<file path="config.mk">
export PLATFORM = sky130hd
export DESIGN_NAME = core_top
export DESIGN_NICKNAME = d
export VERILOG_FILES = /design/src/verilog/core_pkg.sv /design/src/verilog/core_top.sv /design/src/verilog/req_retiming.sv /design/src/verilog/core_rst_ctrl.sv /design/src/verilog/rst_sync_chain.sv
export SDC_FILE = /design/constraint.sdc
export NUM_CORES = 1
export LEC_CHECK = 0
export ABC_AREA = 0
export BUFFER_PORTS_ARGS = -buffer_cell sky130_fd_sc_hd__buf_2
export CELL_PAD_IN_SITES_DETAIL_PLACEMENT = 2
export CELL_PAD_IN_SITES_GLOBAL_PLACEMENT = 2
export CORE_ASPECT_RATIO = 1.4
export CORE_UTILIZATION = 40
export DETAILED_ROUTE_END_ITERATION = 16
export PLACE_DENSITY_LB_ADDON = 0.1
export SYNTH_ARGS = -nofsm -noshare
export SYNTH_HDL_FRONTEND = slang
export SYNTH_SLANG_ARGS = --single-unit
</file>
<file path="constraint.sdc">
create_clock -name clk -period 10.4 [get_ports clk]
set_input_delay 1.56 -clock clk [delete_from_list [all_inputs] [get_ports clk]]
set_output_delay 1.56 -clock clk [all_outputs]
set_load 0.05 [all_outputs]
</file>
<file path="src/verilog/core_pkg.sv">
/* Core memory request types */

package core_pkg;

    //------------------------------------------------------------
    // Memory interface widths
    //------------------------------------------------------------
    localparam int unsigned IMEM_AWIDTH     = 32;   // Instruction address
    localparam int unsigned IMEM_BSIZE      = 3;    // Burst length field
    localparam int unsigned DMEM_AWIDTH     = 32;   // Data address
    localparam int unsigned DMEM_DWIDTH     = 32;   // Data write bus

    // Default depth of the reset synchronizers
    localparam int unsigned RST_SYNC_STAGES = 2;

    //------------------------------------------------------------
    // Command and access size encodings
    //------------------------------------------------------------
    typedef enum logic {
        MEM_CMD_RD = 1'b0,
        MEM_CMD_WR = 1'b1
    } mem_cmd_e;

    typedef enum logic [1:0] {
        MEM_WIDTH_BYTE  = 2'b00,
        MEM_WIDTH_HWORD = 2'b01,
        MEM_WIDTH_WORD  = 2'b10   // 2'b11 unused
    } mem_width_e;

    // Instruction fetch request, 36 bits
    typedef struct packed {
        mem_cmd_e                   cmd;
        logic [IMEM_AWIDTH-1:0]     addr;
        logic [IMEM_BSIZE-1:0]      bl;     // Burst length
    } imem_req_t;

    // Load/store request, 67 bits
    typedef struct packed {
        mem_cmd_e                   cmd;
        mem_width_e                 width;
        logic [DMEM_AWIDTH-1:0]     addr;
        logic [DMEM_DWIDTH-1:0]     wdata;  // Ignored on reads
    } dmem_req_t;

endpackage : core_pkg
</file>
<file path="src/verilog/core_top.sv">
/* Core top, reset and retiming */

`timescale 1ns/10ps

module core_top
    import core_pkg::*;
#(
    parameter int unsigned SYNC_STAGES = RST_SYNC_STAGES,
    parameter int unsigned IMEM_AW     = IMEM_AWIDTH,   // Must equal IMEM_AWIDTH
    parameter int unsigned DMEM_AW     = DMEM_AWIDTH    // Must equal DMEM_AWIDTH
) (
    input  logic                   clk,
    input  logic                   reset_i,             // Power-up reset
    input  logic                   sys_rst_req_i,
    input  logic                   cpu_rst_req_i,
    output logic                   core_rst_o,
    output logic                   core_rdc_qlfy_o,
    output logic                   core_rst_status_o,
    // Pipeline instruction requests
    input  logic                   pipe_imem_req_i,
    input  logic                   pipe_imem_cmd_i,
    input  logic [IMEM_AW-1:0]     pipe_imem_addr_i,
    input  logic [IMEM_BSIZE-1:0]  pipe_imem_bl_i,
    output logic                   pipe_imem_ack_o,
    // Instruction memory
    output logic                   mem_imem_req_o,
    output logic                   mem_imem_cmd_o,
    output logic [IMEM_AW-1:0]     mem_imem_addr_o,
    output logic [IMEM_BSIZE-1:0]  mem_imem_bl_o,
    input  logic                   mem_imem_ack_i,
    // Pipeline data requests
    input  logic                   pipe_dmem_req_i,
    input  logic                   pipe_dmem_cmd_i,
    input  logic [1:0]             pipe_dmem_width_i,
    input  logic [DMEM_AW-1:0]     pipe_dmem_addr_i,
    input  logic [DMEM_DWIDTH-1:0] pipe_dmem_wdata_i,
    output logic                   pipe_dmem_ack_o,
    // Data memory
    output logic                   mem_dmem_req_o,
    output logic                   mem_dmem_cmd_o,
    output logic [1:0]             mem_dmem_width_o,
    output logic [DMEM_AW-1:0]     mem_dmem_addr_o,
    output logic [DMEM_DWIDTH-1:0] mem_dmem_wdata_o,
    input  logic                   mem_dmem_ack_i
);

    logic      core_rst;        // Reset for both retimers
    imem_req_t pipe_imem_data;
    imem_req_t mem_imem_data;
    dmem_req_t pipe_dmem_data;
    dmem_req_t mem_dmem_data;

    //------------------------------------------------------------
    // Reset generation
    //------------------------------------------------------------
    core_rst_ctrl #(
        .SYNC_STAGES       (SYNC_STAGES)
    ) u_rst_ctrl (
        .clk               (clk),
        .reset_i           (reset_i),
        .sys_rst_req_i     (sys_rst_req_i),
        .cpu_rst_req_i     (cpu_rst_req_i),
        .core_rst_o        (core_rst),
        .core_rdc_qlfy_o   (core_rdc_qlfy_o),
        .core_rst_status_o (core_rst_status_o)
    );

    assign core_rst_o = core_rst;

    //------------------------------------------------------------
    // Instruction request path
    //------------------------------------------------------------
    assign pipe_imem_data.cmd  = mem_cmd_e'(pipe_imem_cmd_i);
    assign pipe_imem_data.addr = pipe_imem_addr_i;
    assign pipe_imem_data.bl   = pipe_imem_bl_i;

    req_retiming #(
        .req_t       (imem_req_t)
    ) u_imem_retim (
        .clk         (clk),
        .reset_i     (core_rst),
        .pipe_req_i  (pipe_imem_req_i),
        .pipe_data_i (pipe_imem_data),
        .pipe_ack_o  (pipe_imem_ack_o),
        .mem_req_o   (mem_imem_req_o),
        .mem_data_o  (mem_imem_data),
        .mem_ack_i   (mem_imem_ack_i)
    );

    assign mem_imem_cmd_o  = mem_imem_data.cmd;
    assign mem_imem_addr_o = mem_imem_data.addr;
    assign mem_imem_bl_o   = mem_imem_data.bl;

    //------------------------------------------------------------
    // Data request path
    //------------------------------------------------------------
    assign pipe_dmem_data.cmd   = mem_cmd_e'(pipe_dmem_cmd_i);
    assign pipe_dmem_data.width = mem_width_e'(pipe_dmem_width_i);
    assign pipe_dmem_data.addr  = pipe_dmem_addr_i;
    assign pipe_dmem_data.wdata = pipe_dmem_wdata_i;

    req_retiming #(
        .req_t       (dmem_req_t)
    ) u_dmem_retim (
        .clk         (clk),
        .reset_i     (core_rst),
        .pipe_req_i  (pipe_dmem_req_i),
        .pipe_data_i (pipe_dmem_data),
        .pipe_ack_o  (pipe_dmem_ack_o),
        .mem_req_o   (mem_dmem_req_o),
        .mem_data_o  (mem_dmem_data),
        .mem_ack_i   (mem_dmem_ack_i)
    );

    assign mem_dmem_cmd_o   = mem_dmem_data.cmd;
    assign mem_dmem_width_o = mem_dmem_data.width;
    assign mem_dmem_addr_o  = mem_dmem_data.addr;
    assign mem_dmem_wdata_o = mem_dmem_data.wdata;

endmodule : core_top

</file>
<file path="src/verilog/req_retiming.sv">
/* Two-entry request retimer */

`timescale 1ns/10ps

module req_retiming #(
    parameter type req_t = logic
) (
    input  logic clk,
    input  logic reset_i,           // Core reset, flushes the buffer
    // Pipeline side
    input  logic pipe_req_i,
    input  req_t pipe_data_i,
    output logic pipe_ack_o,        // Push strobe
    // Memory side
    output logic mem_req_o,
    output req_t mem_data_o,        // Head entry
    input  logic mem_ack_i          // Pop strobe
);

    localparam int unsigned DEPTH = 2;
    localparam int unsigned PTR_W = $clog2(DEPTH);
    localparam int unsigned CNT_W = $clog2(DEPTH + 1);

    req_t             buf_q [DEPTH];    // Payload storage
    logic [PTR_W-1:0] wr_ptr_q;
    logic [PTR_W-1:0] rd_ptr_q;
    logic [CNT_W-1:0] count_q;          // Fill level, 0..DEPTH
    logic             full;
    logic             empty;
    logic             push;
    logic             pop;

    //------------------------------------------------------------
    // Handshake decode
    //------------------------------------------------------------
    assign full  = (count_q == CNT_W'(DEPTH));
    assign empty = (count_q == '0);

    assign push = pipe_req_i & ~full & ~reset_i;   // Accept while room is left and out of reset
    assign pop  = mem_req_o & mem_ack_i;

    assign pipe_ack_o = push;
    assign mem_req_o  = ~empty;         // Held until acknowledged
    assign mem_data_o = buf_q[rd_ptr_q];

    //------------------------------------------------------------
    // Pointers and fill level
    //------------------------------------------------------------
    always_ff @(posedge clk) begin
        if (reset_i) begin
            wr_ptr_q <= '0;
            rd_ptr_q <= '0;
            count_q  <= '0;
        end else begin
            if (push) begin
                wr_ptr_q <= wr_ptr_q + 1'b1;    // Wraps at DEPTH
            end
            if (pop) begin
                rd_ptr_q <= rd_ptr_q + 1'b1;
            end
            case ({push, pop})
                2'b10:   count_q <= count_q + 1'b1;
                2'b01:   count_q <= count_q - 1'b1;
                default: count_q <= count_q;    // Both or neither
            endcase
        end
    end

    // Payload write
    always_ff @(posedge clk) begin
        if (push) begin
            buf_q[wr_ptr_q] <= pipe_data_i;
        end
    end

endmodule : req_retiming

</file>
<file path="src/verilog/core_rst_ctrl.sv">
/* Core reset controller */

`timescale 1ns/10ps

module core_rst_ctrl
    import core_pkg::*;
#(
    parameter int unsigned SYNC_STAGES = RST_SYNC_STAGES
) (
    input  logic clk,
    input  logic reset_i,               // Power-up reset
    input  logic sys_rst_req_i,         // System reset request, async
    input  logic cpu_rst_req_i,         // CPU reset request, async
    output logic core_rst_o,            // Core reset, active high
    output logic core_rdc_qlfy_o,       // Low while core reset is in motion
    output logic core_rst_status_o      // Synchronized core reset
);

    logic sys_rst_req_sync;
    logic cpu_rst_req_sync;
    logic rst_req_sync;     // Either request, synchronized
    logic core_rst_q;
    logic rdc_qlfy_q;

    //------------------------------------------------------------
    // Request synchronizers
    //------------------------------------------------------------
    // Both chains come out of reset reporting an active request,
    // so the core stays in reset until they have flushed
    rst_sync_chain #(
        .STAGES  (SYNC_STAGES),
        .RST_VAL (1'b1)
    ) u_sys_req_sync (
        .clk     (clk),
        .reset_i (reset_i),
        .d_i     (sys_rst_req_i),
        .q_o     (sys_rst_req_sync)
    );

    rst_sync_chain #(
        .STAGES  (SYNC_STAGES),
        .RST_VAL (1'b1)
    ) u_cpu_req_sync (
        .clk     (clk),
        .reset_i (reset_i),
        .d_i     (cpu_rst_req_i),
        .q_o     (cpu_rst_req_sync)
    );

    assign rst_req_sync = sys_rst_req_sync | cpu_rst_req_sync;

    //------------------------------------------------------------
    // Qualifier and reset sequencer
    //------------------------------------------------------------
    // Entry: qualifier drops first, reset follows a cycle later
    // Exit: reset drops first, qualifier returns a cycle later
    always_ff @(posedge clk) begin
        if (reset_i) begin
            core_rst_q <= 1'b1;
            rdc_qlfy_q <= 1'b0;
        end else begin
            core_rst_q <= rst_req_sync & (core_rst_q | ~rdc_qlfy_q);  // Waits for qlfy low
            rdc_qlfy_q <= ~rst_req_sync & ~core_rst_q;                // Waits for reset low
        end
    end

    // Status seen through its own chain
    rst_sync_chain #(
        .STAGES  (SYNC_STAGES),
        .RST_VAL (1'b1)
    ) u_status_sync (
        .clk     (clk),
        .reset_i (reset_i),
        .d_i     (core_rst_q),
        .q_o     (core_rst_status_o)
    );

    assign core_rst_o      = core_rst_q;
    assign core_rdc_qlfy_o = rdc_qlfy_q;

endmodule : core_rst_ctrl

</file>
<file path="src/verilog/rst_sync_chain.sv">
/* Reset synchronizer chain */

`timescale 1ns/10ps

module rst_sync_chain
    import core_pkg::*;
#(
    parameter int unsigned STAGES  = RST_SYNC_STAGES,  // Two or more
    parameter logic        RST_VAL = 1'b1              // Value held during reset
) (
    input  logic clk,
    input  logic reset_i,
    input  logic d_i,
    output logic q_o
);

    logic [STAGES-1:0] sync_q;  // Stage 0 samples d_i

    // Shift register, whole chain preset on reset
    always_ff @(posedge clk) begin
        if (reset_i) begin
            sync_q <= {STAGES{RST_VAL}};
        end else begin
            sync_q <= {sync_q[STAGES-2:0], d_i};
        end
    end

    assign q_o = sync_q[STAGES-1];  // Last stage only

endmodule : rst_sync_chain

</file>
==> impl_results.md <==
* Crit path top cell by count: buf_2
* Port Buf Inserts at 220
* Post-DP HPWL at 12.3 mm
* Worst path slowest cell: nand3b_1
* Die X at about 120 µm
* Setup Crit Path Kind: in2out
* CP Cell Sequence: buf_2 -> nand3b_1 -> inv_1 -> buf_2
* Worst skew pair latency at about 500 ps
* Final setup viols at 0
* Min Tclk post-route at about 3900 ps
* Max FO, Critical Path at 4
* Fin crit share at a little under two fifths
* Vias in the first global route at around 4,800
* Register area share after synthesis at 81.0%
* Synth Instances at a little under 400
* Inst Count DP at 854
* Syn_nets at between 500 and 600
* Yosys reg bits at 224
* Status: finished clean
* Post-Route WL at 18.0 mm
* # H-tree levels at 1
* Area Overhead vs Synth at 25.8%
* Drt wl/cell at between 20 and 25 µm
* Dpl ws at around 6500 ps
* CP arrival at 2330 ps
* RSZ-0062 raised after global routing: false
* Cts hold-fix bufs at 0
* Worst VDD drop at roughly 110 µV
* Most common cell after layout, fill and taps aside: buf_2
* Power per Cell Area at about 170 mW/mm²
* Gr ovfl total at 0
* Inserted Clock Buffers at 22
* Nets@finish at ~740
* Yosys top cell area share at between 70% and 80%
* Worst EP required at 8840 ps
* Finished Layout Cells at approximately 900
* Synthesized area at around 0.0081 mm²
* Clock slew seen by the registers of the worst setup and hold paths at ~60 ps
* Pin count of the biggest net entering global routing at 68
* CTS sink cnt at between 200 and 250
* Post-CTS sizing at 0
* Ys Warns at 0
* Num rows at 61
* Leak at roughly 0.0037 µW
* Deepest clock path buffer count at 3
* Sum Neg Setup Slack at 0 ps
* Initial drt markers at 137
* Core area at between 0.015 and 0.02 mm²
* F_max at ~0.26 GHz
* Layout cells sized above 1 at about 58%
* Pre-Repair DR Iteration Count at 6
* Critical Path Start Type: input pin
* Final worst-path setup slack at around 6500 ps
* DRC violations left at 0
* Max-slew headroom at ~28%
* Initial antenna violation count at 1
* Routed vias/inst at just under 5
* Ranking of synthesized cells by area: edfxtp_1, mux2_2, dfxtp_1, or2_2, buf_2
* Die area at just over 0.02 mm²
* Final RePlAce weighted congestion at between 0.6 and 0.7
* Most frequent cells in the layout: buf_2, edfxtp_1, mux2_2
* CP max stage delay at approximately 280 ps
* Starting Density at slightly above 40%
* Max Cap Viol at 0
* Synth area leader: edfxtp_1
* Setup bufs post-CTS at 0
* All-Layer GR Usage at about 17%
* Via count at around 4,300
* Post-route ant nets at 0
* TritonCTS clock tree: built
* Worst Max-Slew Pin Slew at 1080 ps
* Final Hold Fails at 0
* Mean post-synth cell area at a little over 20 µm²
* Setup crit end kind: output port
* Power, Total at approximately 1800 µW
* Global-route wire length before repair at between 20 and 30 mm
* Hold Path Class: reg2reg
* Worst clock skew at about 11 ps
* Final Hold Slack at 420 ps
* Synth unique cells at 22
* Die Span Y at between 150 and 200 µm
* Root buffer cell: clkbuf_16
* # IOs at 221
* Final max-slew violation count at 0
cells by family (layout without fill, tap and decap cells):
family                   count (synthesis)  count (layout)  synth area share [%]
buffers and inverters                   17             268                  1.05
flip-flops                             224             224                  81.0
AND/OR/NAND/NOR                         28              28                  1.84
XOR/XNOR                                 6               6                 0.650
adder cells (fa/ha/maj)                  2               2                 0.310
multiplexers                           103             103                  14.3
other                                    0               1                     0
AO/OA/AOI/OAI                           11              11                 0.820
per-layer routing:
metal / global-route usage, % / wire [µm] / vias to the layer above / part of all wire, %
met5: 0 / 0 / - / 0
met4: 5.20 / 359 / 0 / 2.0
met3: 5.16 / 1510 / 27 / 8.4
met2: 32.6 / 9920 / 163 / 55
met1: 17.4 / 6200 / 2125 / 34
li1: - / - / 1987 / -
registers in the layout, indices dropped and copies added (netlist names), named ones only:
signal and count:
u_rst_ctrl.u_sys_req_sync.sync_q 2, u_imem_retim.rd_ptr_q 1, u_rst_ctrl.core_rdc_qlfy_o 1, u_imem_retim.count_q 2, u_rst_ctrl.u_status_sync.sync_q 2, u_dmem_retim.count_q 2
u_rst_ctrl.core_rst_o 1, u_imem_retim.wr_ptr_q 1, u_dmem_retim.rd_ptr_q 1, u_imem_retim.buf_q 72, u_rst_ctrl.u_cpu_req_sync.sync_q 2, u_dmem_retim.buf_q 134
u_dmem_retim.wr_ptr_q 1
cell usage after synthesis:
| cell type | count |
|---|---|
| a21o_1 | 2 |
| a21oi_1 | 4 |
| buf_2 | 8 |
| buf_4 | 3 |
| clkbuf_1 | 1 |
| dfxtp_1 | 18 |
| edfxtp_1 | 206 |
| ha_1 | 2 |
| inv_1 | 5 |
| mux2_2 | 103 |
| nand2b_1 | 3 |
| nand3_1 | 2 |
| nand3b_1 | 2 |
| nor2_1 | 10 |
| nor3_1 | 1 |
| o21a_1 | 2 |
| o21ai_0 | 2 |
| o22ai_1 | 1 |
| or2_2 | 8 |
| or3_1 | 2 |
| xnor2_1 | 4 |
| xor2_1 | 2 |
final timing paths:
check	slack (ps)	depth (start not counted)	to	start
worst max-delay path	6510	4	pipe_dmem_ack_o	pipe_dmem_req_i
worst min-delay path	420	1	u_rst_ctrl.u_sys_req_sync.sync_q[1]	u_rst_ctrl.u_sys_req_sync.sync_q[0]
worst max register to register	7690	3	u_dmem_retim.buf_q[1][55]	u_rst_ctrl.core_rst_o
worst min register to register	420	1	u_rst_ctrl.u_sys_req_sync.sync_q[1]	u_rst_ctrl.u_sys_req_sync.sync_q[0]
area by class of cell:
| cell class | count | area (µm²) |
|---|---|---|
| Inverter | 5 | 18.8 |
| Antenna cell | 1 | 2.50 |
| Multi-Input combinational cell | 150 | 1480 |
| Clock inverter | 11 | 55.1 |
| Fill cell | 1823 | 9680 |
| Clock buffer | 29 | 618 |
| Timing Repair Buffer | 223 | 1120 |
| Sequential cell | 224 | 6550 |
| Tap cell | 252 | 315 |
worst max-delay path, delay by kind of cell:
family / cells / cell delay [ps]
buffers and inverters: 3 / 490
AND/OR/NAND/NOR: 1 / 280
metrics by stage:
step	instance area (µm²)	utilization [%]
finish	10200	51.2
detailed placement	9490	47.8
floorplan	8080	-
CTS	10200	51.2
global placement	9490	47.8
global route	10200	51.2
report_power, final:
part / leakage [µW] / total [µW] / internal [µW] / switching, µW
combinational: 0.00135 / 33.3 / 16.4 / 16.9
sequential: 0.00200 / 984 / 983 / 0.592
clock: 0.000335 / 740 / 419 / 322
total: 0.00368 / 1760 / 1420 / 339
No activity file was read; power rests on OpenSTA's default activity.
